### src/rob_pkg.sv
package rob_pkg;

    //////////////////////////////
    // geometry
    //////////////////////////////

    // log2 of the entry count
    localparam int ROB_WIDTH  = 6;
    localparam int AREG_WIDTH = 5;
    localparam int XLEN       = 32;

    //////////////////////////////
    // entry fields
    //////////////////////////////

    localparam int CTRL_WIDTH = 8;
    localparam int CODE_WIDTH = 6;

    // inst entry is areg, pc, w_reg, w_mem
    localparam int INST_WIDTH = AREG_WIDTH + XLEN + 2;
    // data entry is result plus control word
    localparam int DATA_WIDTH = XLEN + CTRL_WIDTH;

    // exception view, kind = 1
    typedef struct packed {
        logic                  kind;
        logic                  valid;
        logic [CODE_WIDTH-1:0] code;
    } rob_exc_view_t;

    // branch view, kind = 0
    typedef struct packed {
        logic                  kind;
        logic                  miss;
        logic [CODE_WIDTH-1:0] pred_idx;
    } rob_br_view_t;

    // one control word, two readings
    typedef union packed {
        rob_exc_view_t exc;
        rob_br_view_t  br;
    } rob_ctrl_u;

endpackage

### src/rob_apb_pkg.sv
package rob_apb_pkg;

    localparam int APB_AW = 8;
    localparam int APB_DW = 32;

    //////////////////////////////
    // register map
    //////////////////////////////

    localparam logic [APB_AW-1:0] REG_CTRL    = 8'h00;
    localparam logic [APB_AW-1:0] REG_STATUS  = 8'h04;
    localparam logic [APB_AW-1:0] REG_RETIRED = 8'h08;
    localparam logic [APB_AW-1:0] REG_EXC     = 8'h0C;
    localparam logic [APB_AW-1:0] REG_BRMISS  = 8'h10;

    // write 1 for a single flush pulse
    localparam int CTRL_FLUSH_BIT = 0;

endpackage

### src/rob_csr.sv
module rob_csr #(
    parameter int ROB_WIDTH = rob_pkg::ROB_WIDTH
) (
    input  logic                                    clk,
    input  logic                                    rst_i,

    // apb slave
    input  logic                                    psel_i,
    input  logic                                    penable_i,
    input  logic                                    pwrite_i,
    input  logic [rob_apb_pkg::APB_AW-1:0]          paddr_i,
    input  logic [rob_apb_pkg::APB_DW-1:0]          pwdata_i,
    output logic [rob_apb_pkg::APB_DW-1:0]          prdata_o,
    output logic                                    pready_o,
    output logic                                    pslverr_o,

    // rob side
    input  logic [ROB_WIDTH:0]                      rob_count_i,
    input  logic [1:0]                              retire_valid_i,
    input  logic [1:0][rob_pkg::CTRL_WIDTH-1:0]     retire_ctrl_i,
    output logic                                    csr_flush_o
);

    logic                                   wr_en;
    logic                                   addr_ok;
    logic                                   ro_hit;
    logic [1:0]                             exc_hit;
    logic [1:0]                             miss_hit;
    rob_pkg::rob_ctrl_u [1:0]               ctrl_view;
    logic [rob_apb_pkg::APB_DW-1:0]         retired_q, exc_q, brmiss_q;

    assign wr_en    = psel_i & penable_i & pwrite_i;
    assign pready_o = 1'b1;

    //////////////////////////////
    // retire decode
    //////////////////////////////

    assign ctrl_view = retire_ctrl_i;

    always_comb begin
        for (int i = 0; i < 2; i++) begin
            exc_hit[i]  = retire_valid_i[i] & ctrl_view[i].exc.kind & ctrl_view[i].exc.valid;
            miss_hit[i] = retire_valid_i[i] & ~ctrl_view[i].br.kind & ctrl_view[i].br.miss;
        end
    end

    // a write to a counter clears it, whatever the data
    always_ff @(posedge clk) begin
        if (rst_i) begin
            retired_q   <= '0;
            exc_q       <= '0;
            brmiss_q    <= '0;
            csr_flush_o <= 1'b0;
        end else begin
            csr_flush_o <= wr_en && paddr_i == rob_apb_pkg::REG_CTRL &&
                           pwdata_i[rob_apb_pkg::CTRL_FLUSH_BIT];
            if (wr_en && paddr_i == rob_apb_pkg::REG_RETIRED) retired_q <= '0;
            else retired_q <= retired_q + retire_valid_i[0] + retire_valid_i[1];
            if (wr_en && paddr_i == rob_apb_pkg::REG_EXC) exc_q <= '0;
            else exc_q <= exc_q + exc_hit[0] + exc_hit[1];
            if (wr_en && paddr_i == rob_apb_pkg::REG_BRMISS) brmiss_q <= '0;
            else brmiss_q <= brmiss_q + miss_hit[0] + miss_hit[1];
        end
    end

    //////////////////////////////
    // read mux and errors
    //////////////////////////////

    always_comb begin
        prdata_o = '0;
        addr_ok  = 1'b1;
        ro_hit   = 1'b0;
        case (paddr_i)
            rob_apb_pkg::REG_CTRL:    prdata_o = '0;
            rob_apb_pkg::REG_STATUS: begin
                prdata_o = rob_apb_pkg::APB_DW'(rob_count_i);
                ro_hit   = 1'b1;
            end
            rob_apb_pkg::REG_RETIRED: prdata_o = retired_q;
            rob_apb_pkg::REG_EXC:     prdata_o = exc_q;
            rob_apb_pkg::REG_BRMISS:  prdata_o = brmiss_q;
            default:                  addr_ok  = 1'b0;
        endcase
    end

    assign pslverr_o = psel_i & penable_i & (~addr_ok | (pwrite_i & ro_hit));

endmodule

### config.mk
export PLATFORM = sky130hd
export DESIGN_NAME = rob_csr
export DESIGN_NICKNAME = d
export VERILOG_FILES = /design/src/rob_pkg.sv /design/src/rob_apb_pkg.sv /design/src/rob_csr.sv
export SDC_FILE = /design/constraint.sdc
export NUM_CORES = 1
export LEC_CHECK = 0
export ABC_AREA = 0
export BUFFER_PORTS_ARGS = -buffer_cell sky130_fd_sc_hd__clkbuf_2
export CORE_AREA = 3 3 103 105
export CTS_CLUSTER_SIZE = 28
export DETAILED_ROUTE_END_ITERATION = 16
export DIE_AREA = 0 0 106 108
export PLACE_DENSITY = 0.78
export SKIP_LAST_GASP = 1
export SLEW_MARGIN = 5
export SYNTH_ARGS = -nofsm -noshare
export SYNTH_HDL_FRONTEND = slang
export SYNTH_SLANG_ARGS = --single-unit
### constraint.sdc
create_clock -name clk -period 4.6 [get_ports clk]
set_clock_uncertainty 0.15 [all_clocks]
set_input_delay 0.23 -clock clk [delete_from_list [all_inputs] [get_ports clk]]
set_output_delay 0.23 -clock clk [all_outputs]
set_load 0.01 [all_outputs]
* Word-level counts from Yosys, hierarchy flattened
Index checks and enable logic that the tools add are counted.
** Word-level totals
- Register bits after elaboration :: 97
- Input port bits :: 70
- Output and inout bits :: 35
- Word-level logic and storage cells :: 43
** Cells by class
- Add/subtract/negate cells :: 6
- Eq/ne operators :: 4
- Mux-type cells :: 3
- Bitwise gates (word level) :: 16
- Reduce and logical (&&, ||, !) cells :: 10
** Operators with widths (number)
- $add 32x1->32 :: 6
- $pmux 32 s4 :: 1
- $eq 8x4->1 const B :: 2
- $and 1x1->1 :: 12
- $eq 8x3->1 const B :: 1
- $eq 8x5->1 const B :: 1
- $logic_not 8->1 :: 1
- $reduce_or 2->1 :: 3
- $logic_and 1x1->1 :: 5
- $reduce_or 5->1 :: 1
- $not 1->1 :: 3
- $mux 1 :: 2
- $or 1x1->1 :: 1

* Logic depth before layout (Yosys ltp)
Gate-level depths: netlist (run 1).
- Depth after elaboration :: 6
- Gate-level depth with buffers :: 9
- Gate-level depth less buffers :: 8

* Worst setup path after synthesis (run 1)
OpenSTA, ideal clock, no wires.
- Path type :: register to register
- From :: register exc_q[0] (netlist bit)
- To :: register exc_q[26] (netlist bit)
- Setup time :: 70 ps
- Data arrival time :: 2126 ps
- Setup slack :: 2254 ps
- Cell stages (with the launch flop) :: 10
- Path buffers :: 1
- Clock period less this slack :: 2346 ps
- Cells stage by stage :: dfxtp_1 inv_1 fa_1 inv_1 ha_1 and3_1 nand4_1 buf_2 or4_1 a21oi_1
** On the way
- Cells in the longest elaborated chain, start to end :: 2
** RTL lines
- start, declared :: line rob_csr.sv:30 : logic [rob_apb_pkg::APB_DW-1:0] retired_q, exc_q, brmiss_q;
- start signal, assigned :: line rob_csr.sv:61 : else exc_q <= exc_q + exc_hit[0] + exc_hit[1];
- $add 32x1->32 (2 in a row) :: line rob_csr.sv:61
Every way passes these cells.
A chain may end at the register's enable or synchronous reset.

* Final worst setup path (run 1)
Same ends and word-level chain as after synthesis.

==> impl_metrics.sql, run 1 <==
INSERT INTO impl_metrics (metric_group, metric, value, unit) VALUES
('outcome', 'result_of_the_run', 'finished clean', ''),
('sta', 'fin_tns_setup', '0', 'ns'),
('pwr', 'power_density', '257.6', 'nW/um^2'),
('setup_path', 'critical-path-top-cell-by-count', 'sky130_fd_sc_hd__inv_1', ''),
('sta', 'timing_hold_violations_final', '0', ''),
('logic_synthesis', 'number_of_synthesis_warnings', '0', ''),
('setup_path', 'critPathRequiredTime', '4.74', 'ns'),
('logic_synthesis', 'combinational_family_with_the_most_area_after_synthesis', 'simple AND/OR/NAND/NOR gates', ''),
('layout', 'area_delta_synth_final', '9.470', '%'),
('global_routing', 'grt_first_pass_wirelength', '23.83', 'mm'),
('clock_network', 'cts.sinks', '97', ''),
('logic_synthesis', 'dominantRegCellSynth', 'sky130_fd_sc_hd__dfxtp_1', ''),
('layout', 'final_layout_size_suffix_gt1_share', '12.41', '%'),
('clock_network', 'clock_tree_from_tritoncts', 'yes', ''),
('route', 'postRouteWirelength', '14.49', 'mm'),
('clock_network', 'worstSkewPairLatency', '0.37', 'ns'),
('setup_path', 'cp_cell_sequence', 'inv_1, fa_1, inv_1, ha_1, and3_1, nand4_1, or4_1, a21oi_1', ''),
('sta', 'final.min_clock_period', '3.003', 'ns'),
('logic_synthesis', 'synthDominantCellAreaShare', '36.74', '%'),
('clock_network', 'clk_pin_slew_worst_paths', '0.10', 'ns'),
('floorplanning', 'num_rows', '36', ''),
('placement', 'buffer_ports.inserted', '60', ''),
('route', 'via_per_inst', '6.377', ''),
('sta', 'max-slew-margin-rel', '26.15', '%'),
('clock_network', 'cts-buffers-inserted', '9', ''),
('logic_synthesis', 'post_synth_xor_area_fraction', '5.966', '%'),
('clock_network', 'cts_root_buffer', 'sky130_fd_sc_hd__clkbuf_8', ''),
('logic_synthesis', 'area_share_of_and_or_nand_nor_cells_after_synthesis', '30.73', '%'),
('logic_synthesis', 'synthDistinctLibCells', '54', ''),
('floorplanning', 'dieArea', '11450', 'sq um'),
('logic_synthesis', 'synth-edff-count', '0', ''),
('global_routing', 'groute.layer.met2.usage', '42.17', '%'),
('logic_synthesis', 'syn-cell-area', '5285', 'sq um'),
('route', 'antenna_left', '0', ''),
('layout', 'postLayoutCoreUtil', '59.47', '%'),
('logic_synthesis', 'synth_seq_cells', '97', ''),
('global_routing', 'groute.layer.met3.usage', '3.881', '%'),
('logic_synthesis', 'synth_top_cell_by_area', 'sky130_fd_sc_hd__dfxtp_1', ''),
('pwr', 'power.leakage', '0.002091', 'uW'),
('pwr', 'vdd_ir_drop_max', '0.1317', 'mV'),
('setup_path', 'critical_path_start_type', 'register', ''),
('layout', 'final_stage_net_count', '756', ''),
('global_routing', 'grt_max_degree', '30', ''),
('sta', 'report.final.slew_viol_count', '0', ''),
('route', 'routed_wire_length_per_instance', '17.71', 'microns'),
('logic_synthesis', 'yosysSeqAreaShare', '36.74', '%'),
('route', 'drt_first_pass_iters', '6', ''),
('global_routing', 'antenna_found_initial', '0', ''),
('setup_path', 'crit_arrival', '3.14', 'ns'),
('setup_path', 'crit_type', 'register to register', ''),
('clock_network', 'number_of_hold_repair_buffers_added_at_the_cts_stage', '0', ''),
('floorplanning', 'die_h', '108', 'microns'),
('global_routing', 'grt_most_used_layer', 'met2', ''),
('logic_synthesis', 'synth.area.top_cells', 'sky130_fd_sc_hd__dfxtp_1 37%, sky130_fd_sc_hd__nand2_1 5.1%, sky130_fd_sc_hd__xor2_1 4.6%, sky130_fd_sc_hd__a21oi_1 4.5%, sky130_fd_sc_hd__or4_1 4.1%', ''),
('clock_network', 'post_cts.repair.setup_buffers', '0', ''),
('logic_synthesis', 'synth-async-reset-ratio', '0', '%'),
('route', 'residual_drc_count', '0', ''),
('sta', 'worst_max_slew_pin_slew', '1.108', 'ns'),
('logic_synthesis', 'syn_inst', '642', ''),
('layout', 'antenna_cells', '0', ''),
('logic_synthesis', 'syn_area_per_cell', '8.232', 'sq um'),
('sta', 'final_min_period_over_clock_period', '65.29', '%'),
('floorplanning', 'floorplan.die.width', '106', 'microns'),
('logic_synthesis', 'post-synth-top-count-cell', 'sky130_fd_sc_hd__dfxtp_1', ''),
('logic_synthesis', 'post_synth_most_frequent_cells', '97 x sky130_fd_sc_hd__dfxtp_1, 72 x sky130_fd_sc_hd__nand2_1, 47 x sky130_fd_sc_hd__a21oi_1, 40 x sky130_fd_sc_hd__nor2_1, 30 x sky130_fd_sc_hd__nand3_1', ''),
('setup_path', 'cpMaxStageDelayCell', 'sky130_fd_sc_hd__or4_1', ''),
('floorplanning', 'floorplan.io_pins', '105', ''),
('logic_synthesis', 'post_synth_fa_ha_maj_area_fraction', '1.847', '%'),
('sta', 'max_freq', '333.0', 'MHz'),
('logic_synthesis', 'synth.area.mux_share', '2.273', '%'),
('clock_network', 'clock_path_buffers', '2', '');
## power breakdown
part	internal, uW	leakage, uW	total [uW]	switching, uW
Sequential	846	0.000782	853	6.42
Clock	254	0.0000929	569	315
Combinational	25.1	0.00122	69.1	43.9
## worst paths after layout
path	cells after the start	slack [ns]	endpoint	startpoint
worst min register to register	2	0.34	retired_q[31]	retired_q[31]
worst max-delay path	8	1.60	exc_q[26]	exc_q[0]
worst min-delay path	3	0.11	csr_flush_o	paddr_i[3]
worst max register to register	8	1.60	exc_q[26]	exc_q[0]
## metal layers
metal	vias to the layer above	wire (microns)	share of wire (%)
met5	-	0	0
met4	0	380	2.6
met1	2459	6203	43
met3	35	1086	7.5
met2	256	6817	47
li1	2466	-	-
## layout by cell type, fill, tap and decap left out, types with 26 or more instances in the layout
cell,n
sky130_fd_sc_hd__a21oi_1,47
sky130_fd_sc_hd__clkbuf_2,60
sky130_fd_sc_hd__dfxtp_1,97
sky130_fd_sc_hd__nand2_1,72
sky130_fd_sc_hd__nand3_1,30
sky130_fd_sc_hd__nand4_1,26
sky130_fd_sc_hd__nor2_1,40
sky130_fd_sc_hd__o21ai_0,27
sky130_fd_sc_hd__o31ai_1,28
sky130_fd_sc_hd__or4_1,29
sky130_fd_sc_hd__xor2_1,28
## kinds of logic (layout without fill, tap and decap cells)
group	count (synthesis)	in the layout
AO/OA/AOI/OAI	146	146
XOR/XNOR	36	36
adder cells (fa/ha/maj)	6	6
buffers and inverters	53	96
flip-flops	97	97
multiplexers	12	12
other	1	1
AND/OR/NAND/NOR	291	291
## worst max-delay path, delay by kind of cell (launching register included)
family | cells | cell delay (ns)
AO/OA/AOI/OAI | 1 | 0.16
adder cells (fa/ha/maj) | 2 | 0.72
buffers and inverters | 2 | 0.14
flip-flops | 1 | 0.35
AND/OR/NAND/NOR | 3 | 1.39
## per-stage QoR
stage,cell area (sq um),hold slack (ns),setup slack (ns),std cells
5_1_grt,5786,0.1368,1.492,818
2_1_floorplan,5285,0.2658,2.254,642
3_5_place_dp,5590,0.3224,1.616,802
6_report,5786,0.1135,1.597,818
3_3_place_gp,5590,0.3020,1.770,802
4_1_cts,5786,0.1009,1.653,818
## area by class of cell
class                           instances  area (sq um)
Clock inverter                          6         67.56
Sequential cell                        97          1942
Timing Repair Buffer                   63         322.8
Clock buffer                           10         127.6
Multi-Input combinational cell        492          3095
Fill cell                             892          3944
Tap cell                              133         166.4
Inverter                               17         63.81
## state kept, by name (all words and copies together), names as in the netlist
signal and count:
brmiss_q 32, exc_q 32, retired_q 32, csr_flush_o 1
No activity file was read; power rests on OpenSTA's default activity.
==> inputs of run 2 (changes only) <==
==> constraint.sdc (replaced) <==
create_clock -name clk -period 2.8 [get_ports clk]
set_clock_uncertainty 0.15 [all_clocks]
set_input_delay 0.14 -clock clk [delete_from_list [all_inputs] [get_ports clk]]
set_output_delay 0.14 -clock clk [all_outputs]
set_load 0.01 [all_outputs]
==> run 2 against run 1 <==
  * Utilization up 1.7 points
  * Die area unchanged
  * Hold slack worse by 0.088 ns
  * Combinational power grew 74%
  * Sequential cell count unchanged
  * Clock-buffer cell count grew 2
  * Register-to-register slack got worse by 1.4 ns
  * Sequential share of layout area decreased by 0.95 points
==> impl_metrics.sql, run 2 (synthesized netlist as in run 1, its figures left out) <==
INSERT INTO impl_metrics (metric_group, metric, value, unit) VALUES
('outcome', 'result_of_the_run', 'finished clean', ''),
('pwr', 'vdd_ir_drop_max', '0.2043', 'mV'),
('sta', 'worst_max_slew_pin_slew', '0.6331', 'ns'),
('setup_path', 'crit_type', 'register to register', ''),
('route', 'drt_first_pass_iters', '7', ''),
('sta', 'final.min_clock_period', '2.620', 'ns'),
('clock_network', 'clock_path_buffers', '2', ''),
('floorplanning', 'starting_density', '54.32', '%'),
('floorplanning', 'num_rows', '36', ''),
('run', 'timing.max_cap.violations', '0', ''),
('layout', 'postLayoutCoreUtil', '61.19', '%'),
('clock_network', 'worstSkewPairLatency', '0.37', 'ns'),
('placement', 'buffer_ports.inserted', '60', ''),
('setup_path', 'worstPathMaxFanout', '10', ''),
('placement', 'dpl-instance-area', '5695', 'sq um'),
('pwr', 'power.leakage', '0.002196', 'uW'),
('global_routing', 'antenna_found_initial', '0', ''),
('global_routing', 'grt_first_pass_wirelength', '23.66', 'mm'),
('layout', 'finalInstanceArea', '5953', 'sq um'),
('setup_path', 'timing.critical_path.slowest_cell_delay', '0.54', 'ns'),
('setup_path', 'critPathRequiredTime', '2.95', 'ns'),
('setup_path', 'cp_cell_sequence', 'inv_1, fa_1, inv_1, ha_1, and3_1, nand2_2, or4_1, a21oi_1', ''),
('layout', 'registers_with_the_highest_flip_flop_counts', 'brmiss_q x32, exc_q x32, retired_q x32', ''),
('floorplanning', 'floorplan.io_pins', '105', ''),
('floorplanning', 'core', '9729', 'sq um'),
('sta', 'fin_tns_setup', '0', 'ns'),
('clock_network', 'clk_pin_slew_worst_paths', '0.09', 'ns'),
('sta', 'report.final.slew_viol_count', '0', ''),
('sta', 'grt_setup_unrepaired', 'false', ''),
('clock_network', 'cts.sinks', '97', ''),
('sta', 'final_min_period_over_clock_period', '93.58', '%'),
('sta', 'max-slew-margin-rel', '57.59', '%'),
('setup_path', 'cp_endpoint_kind', 'register', ''),
('setup_path', 'critical_path_start_type', 'register', ''),
('pwr', 'power_density', '435.9', 'nW/um^2'),
('route', 'routed-via-count', '5236', ''),
('worst_hold_path', 'timing.hold.worst.class', 'input port to register', ''),
('placement', 'place.detailed.hpwl', '10.87', 'mm'),
('layout', 'mostFrequentLayoutCells', '97 x sky130_fd_sc_hd__dfxtp_1, 72 x sky130_fd_sc_hd__nand2_1, 60 x sky130_fd_sc_hd__clkbuf_2', ''),
('floorplanning', 'die_h', '108', 'microns'),
('floorplanning', 'floorplan.die.width', '106', 'microns'),
('layout', 'final_layout_size_suffix_gt1_share', '14.84', '%'),
('sta', 'timing_hold_violations_final', '0', ''),
('setup_path', 'critical-path-top-cell-by-count', 'sky130_fd_sc_hd__inv_1', ''),
('route', 'postRouteWirelength', '14.77', 'mm'),
('global_routing', 'grt_max_degree', '30', ''),
('clock_network', 'cts_root_buffer', 'sky130_fd_sc_hd__clkbuf_8', ''),
('route', 'residual_drc_count', '0', ''),
('placement', 'gp_routability_congestion', '0.8771', ''),
('sta', 'max_freq', '381.6', 'MHz'),
('clock_network', 'clock_tree_from_tritoncts', 'yes', ''),
('global_routing', 'globalRouteOverflowTotal', '0', ''),
('floorplanning', 'dieArea', '11450', 'sq um'),
('route', 'via_per_inst', '6.278', ''),
('clock_network', 'cts_htree_levels', '3', ''),
('layout', 'leading_cell_type_in_the_layout_fill_and_taps_excluded', 'sky130_fd_sc_hd__dfxtp_1', ''),
('setup_path', 'cpMaxStageDelayCell', 'sky130_fd_sc_hd__or4_1', ''),
('setup_path', 'crit_arrival', '2.77', 'ns'),
('placement', 'placedCellCount', '816', ''),
('route', 'routed_wire_length_per_instance', '17.71', 'microns'),
('route', 'drt_iter0_markers', '404', ''),
('layout', 'final-instance-count-excl-fill', '834', ''),
('global_routing', 'track_usage', '25.94', '%'),
('layout', 'area_delta_synth_final', '12.64', '%'),
('sta', 'setup_violations', '0', ''),
('clock_network', 'cts-buffers-inserted', '9', ''),
('route', 'antenna_left', '0', ''),
('layout', 'antenna_cells', '0', ''),
('layout', 'final_stage_net_count', '772', ''),
('global_routing', 'vias_in_the_first_global_route', '4845', ''),
('sta', 'fin_worst_hold_slack', '0.02516', 'ns'),
('clock_network', 'number_of_hold_repair_buffers_added_at_the_cts_stage', '0', '');
[run 2: cell count changes in the layout (fill, tap and decap cells not counted)]
cell,previous run,this run
sky130_fd_sc_hd__inv_6,1,0
sky130_fd_sc_hd__ha_2,0,1
sky130_fd_sc_hd__bufinv_16,1,2
sky130_fd_sc_hd__buf_4,3,19
sky130_fd_sc_hd__and3_1,18,17
sky130_fd_sc_hd__clkbuf_1,1,0
sky130_fd_sc_hd__and3_2,0,1
sky130_fd_sc_hd__clkinvlp_4,2,0
sky130_fd_sc_hd__ha_1,3,2
sky130_fd_sc_hd__clkbuf_8,9,12
[run 2: final cells by class]
cell class              instances  area (sq um)
well taps                     133         166.4
fillers                       899          3776
inverters                      17         63.81
clock inverters                 4         73.82
clock buffers                  12         165.2
flip-flops and latches         97          1942
multi-input cells             492          3099
repair buffers                 79         442.9
[run 2: power by group]
group	total [uW]	switching, uW	internal (uW)
Sequential	1400	10.7	1390
Combinational	120	73.6	46.5
Clock	1070	497	577
Total	2590	582	2010
[run 2: layer usage]
| layer | up-vias | track usage (%) | part of all wire [%] |
|---|---|---|---|
| met4 | 0 | 11.19 | 2.7 |
| met1 | 2489 | 33.93 | 44 |
| li1 | 2491 | - | - |
| met3 | 33 | 3.463 | 7.0 |
| met5 | - | 0 | 0 |
| met2 | 223 | 43.26 | 47 |
[run 2: critical path: cells and delay by family, from the launching register on]
| family | cells | cell delay [ns] |
|---|---|---|
| adders and majority gates | 2 | 0.63 |
| buffers and inverters | 2 | 0.15 |
| AOI/OAI and AO/OA | 1 | 0.15 |
| and+or+nand+nor | 3 | 1.12 |
| DFF | 1 | 0.35 |
[run 2: final timing paths]
check	start	end	slack, ns	depth (start not counted)
worst max-delay path	brmiss_q[0]	brmiss_q[28]	0.18	8
worst min-delay path	pwdata_i[0]	csr_flush_o	0.03	3
worst max register to register	brmiss_q[0]	brmiss_q[28]	0.18	8
worst min register to register	exc_q[31]	exc_q[31]	0.33	2
[run 2: what timing repair did]
| item | in CTS | in global routing |
|---|---|---|
| buffers inserted | 0 | 2 |
| gates resized for setup | 0 | 2 |
| endpoints found under the setup margin | 0 | 7 |
[run 2: per-stage QoR]
step	total power, uW	setup slack [ns]
6_report	2595	0.1797
5_1_grt	2675	0.008422
4_1_cts	2608	0.08051
3_5_place_dp	1553	0.1076
3_3_place_gp	1545	0.2206
2_1_floorplan	1500	0.4538
==> inputs of run 3 (changes only) <==
--- a/config.mk
+++ b/config.mk
@@ -7,11 +7,11 @@
 export LEC_CHECK = 0
 export ABC_AREA = 0
 export BUFFER_PORTS_ARGS = -buffer_cell sky130_fd_sc_hd__clkbuf_2
-export CORE_AREA = 3 3 103 105
+export CORE_AREA = 3 3 102 104
 export CTS_CLUSTER_SIZE = 28
 export DETAILED_ROUTE_END_ITERATION = 16
-export DIE_AREA = 0 0 106 108
-export PLACE_DENSITY = 0.78
+export DIE_AREA = 0 0 105 107
+export PLACE_DENSITY = 0.79
 export SKIP_LAST_GASP = 1
 export SLEW_MARGIN = 5
 export SYNTH_ARGS = -nofsm -noshare
==> run 3 against run 2 <==
  * Maximum frequency is 1.0% lower
  * Register-to-register slack worse by 0.03 ns
  * Global-route usage fell by 0.30 points
  * Clock power down 14%
  * First-iteration DRC count shrank 7.7%
  * Sequential share of layout area rose by 0.36 points
  * Clock-buffer cell count fell by 2
  * Via count is 0.65% lower
  * Final cell count down 0.60%
  * Largest cell class unchanged
==> impl_metrics.sql, run 3 (synthesized netlist as in run 1, its figures left out) <==
INSERT INTO impl_metrics (metric_group, metric, value, unit) VALUES
('placement', 'gp_routability_congestion', '0.8682', ''),
('clock_network', 'worstSkewPairLatency', '0.36', 'ns'),
('floorplanning', 'num_rows', '36', ''),
('global_routing', 'use_met1', '34.29', '%'),
('setup_path', 'critPathRequiredTime', '2.94', 'ns'),
('setup_path', 'crit_type', 'register to register', ''),
('setup_path', 'worstPathMaxFanout', '8', ''),
('setup_path', 'timing.critical_path.slowest_cell_delay', '0.54', 'ns'),
('clock_network', 'cts_root_buffer', 'sky130_fd_sc_hd__clkbuf_8', ''),
('setup_path', 'regToRegSetupSlack', '0.15', 'ns'),
('floorplanning', 'floorplan.die.width', '105', 'microns'),
('global_routing', 'grt_most_used_layer', 'met2', ''),
('layout', 'final.fill_count', '909', ''),
('placement', 'placedCellCount', '811', ''),
('global_routing', 'groute.layer.met3.usage', '2.890', '%'),
('sta', 'grt_setup_unrepaired', 'false', ''),
('route', 'routed_wire_length_per_instance', '17.36', 'microns'),
('global_routing', 'globalRouteOverflowTotal', '0', ''),
('sta', 'final.min_clock_period', '2.647', 'ns'),
('global_routing', 'groute.layer.met2.usage', '43.31', '%'),
('pwr', 'power.leakage', '0.002138', 'uW'),
('sta', 'final_min_period_over_clock_period', '94.54', '%'),
('sta', 'max_freq', '377.8', 'MHz'),
('layout', 'area_delta_synth_final', '11.41', '%'),
('setup_path', 'crit_arrival', '2.79', 'ns'),
('layout', 'antenna_cells', '0', ''),
('sta', 'fin_worst_hold_slack', '0.02621', 'ns'),
('clock_network', 'cts_htree_levels', '3', ''),
('sta', 'timing_hold_violations_final', '0', ''),
('global_routing', 'vias_in_the_first_global_route', '4888', ''),
('setup_path', 'critical_path_start_type', 'register', ''),
('floorplanning', 'floorplan.io_pins', '105', ''),
('placement', 'place.detailed.hpwl', '10.60', 'mm'),
('setup_path', 'cp_cell_sequence', 'inv_1, fa_1, inv_1, ha_1, and3_1, nand3_2, or4_1, a21oi_1', ''),
('layout', 'leading_cell_type_in_the_layout_fill_and_taps_excluded', 'sky130_fd_sc_hd__dfxtp_1', ''),
('outcome', 'result_of_the_run', 'finished clean', ''),
('layout', 'mostFrequentLayoutCells', '97 x sky130_fd_sc_hd__dfxtp_1, 72 x sky130_fd_sc_hd__nand2_1, 60 x sky130_fd_sc_hd__clkbuf_2', ''),
('clock_network', 'clk_pin_slew_worst_paths', '0.10', 'ns'),
('clock_network', 'clock_tree_from_tritoncts', 'yes', ''),
('sta', 'fin_tns_setup', '0', 'ns'),
('sta', 'setup_violations', '0', ''),
('worst_hold_path', 'timing.hold.worst.class', 'input port to register', ''),
('sta', 'max-slew-margin-rel', '58.56', '%'),
('layout', 'registers_with_the_highest_flip_flop_counts', 'brmiss_q x32, exc_q x32, retired_q x32', ''),
('route', 'drt_first_pass_iters', '5', ''),
('global_routing', 'track_usage', '25.65', '%'),
('global_routing', 'grt_max_degree', '30', ''),
('floorplanning', 'die_h', '107', 'microns'),
('floorplanning', 'starting_density', '54.83', '%'),
('layout', 'final_layout_size_suffix_gt1_share', '14.22', '%'),
('route', 'drt_iter0_markers', '373', ''),
('floorplanning', 'core', '9639', 'sq um'),
('global_routing', 'grt_first_pass_wirelength', '23.54', 'mm'),
('setup_path', 'cp_endpoint_kind', 'register', ''),
('global_routing', 'antenna_found_initial', '0', ''),
('run', 'timing.max_cap.violations', '0', ''),
('setup_path', 'critical-path-top-cell-by-count', 'sky130_fd_sc_hd__inv_1', ''),
('route', 'residual_drc_count', '0', ''),
('layout', 'final_stage_net_count', '767', ''),
('pwr', 'fin_total_pwr', '2436', 'uW'),
('placement', 'buffer_ports.inserted', '60', ''),
('pwr', 'power_density', '413.7', 'nW/um^2'),
('sta', 'worst_max_slew_pin_slew', '0.6187', 'ns'),
('sta', 'report.final.slew_viol_count', '0', ''),
('route', 'antenna_left', '0', ''),
('route', 'via_per_inst', '6.275', ''),
('clock_network', 'clock_path_buffers', '2', ''),
('route', 'routed-via-count', '5202', ''),
('pwr', 'vdd_ir_drop_max', '0.2325', 'mV'),
('layout', 'final-instance-count-excl-fill', '829', ''),
('clock_network', 'number_of_hold_repair_buffers_added_at_the_cts_stage', '0', ''),
('floorplanning', 'dieArea', '11240', 'sq um'),
('clock_network', 'cts.sinks', '97', ''),
('route', 'postRouteWirelength', '14.39', 'mm'),
('clock_network', 'cts-buffers-inserted', '9', ''),
('setup_path', 'cpMaxStageDelayCell', 'sky130_fd_sc_hd__or4_1', '');
-- run 3: cell types whose count changed in the layout (fill, tap and decap cells not counted) --
cell,before,now
sky130_fd_sc_hd__nand3_1,30,29
sky130_fd_sc_hd__bufinv_16,2,1
sky130_fd_sc_hd__inv_6,0,1
sky130_fd_sc_hd__clkinvlp_4,0,3
sky130_fd_sc_hd__clkinv_4,1,0
sky130_fd_sc_hd__buf_12,0,1
sky130_fd_sc_hd__clkbuf_1,0,1
sky130_fd_sc_hd__clkbuf_8,12,9
sky130_fd_sc_hd__nand3_2,1,2
sky130_fd_sc_hd__buf_4,19,13
-- run 3: layout make-up --
class,instances,area [sq um],area share [%]
Clock buffer,10,127.6,2.167
Clock inverter,6,66.31,1.126
Inverter,17,63.81,1.084
Multi-Input combinational cell,492,3104,52.72
Sequential cell,97,1942,32.98
Tap cell,133,166.4,2.826
Timing Repair Buffer,74,417.9,7.097
-- run 3: through the flow --
stage / util, % / setup WS [ns] / instance area, sq um
5_1_grt: 61.09 / 0.02971 / 5888
2_1_floorplan: - / 0.4538 / 5285
3_5_place_dp: 58.83 / 0.1311 / 5670
3_3_place_gp: 58.83 / 0.2105 / 5670
6_report: 61.09 / 0.1530 / 5888
4_1_cts: 60.84 / 0.1148 / 5864
-- run 3: what timing repair did --
item	CTS	global route
gates resized for setup	0	3
buffers inserted	0	2
endpoints found under the setup margin	0	7
-- run 3: final timing paths --
| kind | start | cells after the start | end |
|---|---|---|---|
| setup reg to reg | retired_q[0] | 8 | retired_q[28] |
| setup / recovery | retired_q[0] | 8 | retired_q[28] |
| hold / removal | paddr_i[3] | 3 | csr_flush_o |
| hold reg to reg | retired_q[19] | 2 | retired_q[19] |
-- run 3: critical path, delay by kind of cell, from the launching register on --
kind	cells	cell delay (ns)
AND/OR/NAND/NOR	3	1.18
adder cells (fa/ha/maj)	2	0.59
flip-flops	1	0.35
AO/OA/AOI/OAI	1	0.17
buffers and inverters	2	0.15
-- run 3: where the power goes --
group / switching, uW / internal (uW) / leakage (uW)
registers: 10.5 / 1390 / 0.000782
clock network: 503 / 415 / 0.0000889
logic: 72.1 / 44.7 / 0.00127
-- run 3: per-layer routing --
metal  part of all wire [%]  wire (microns)
met1                     43            6223
met5                      0               0
met3                    6.5             937
met2                     48            6925
met4                    2.1             302
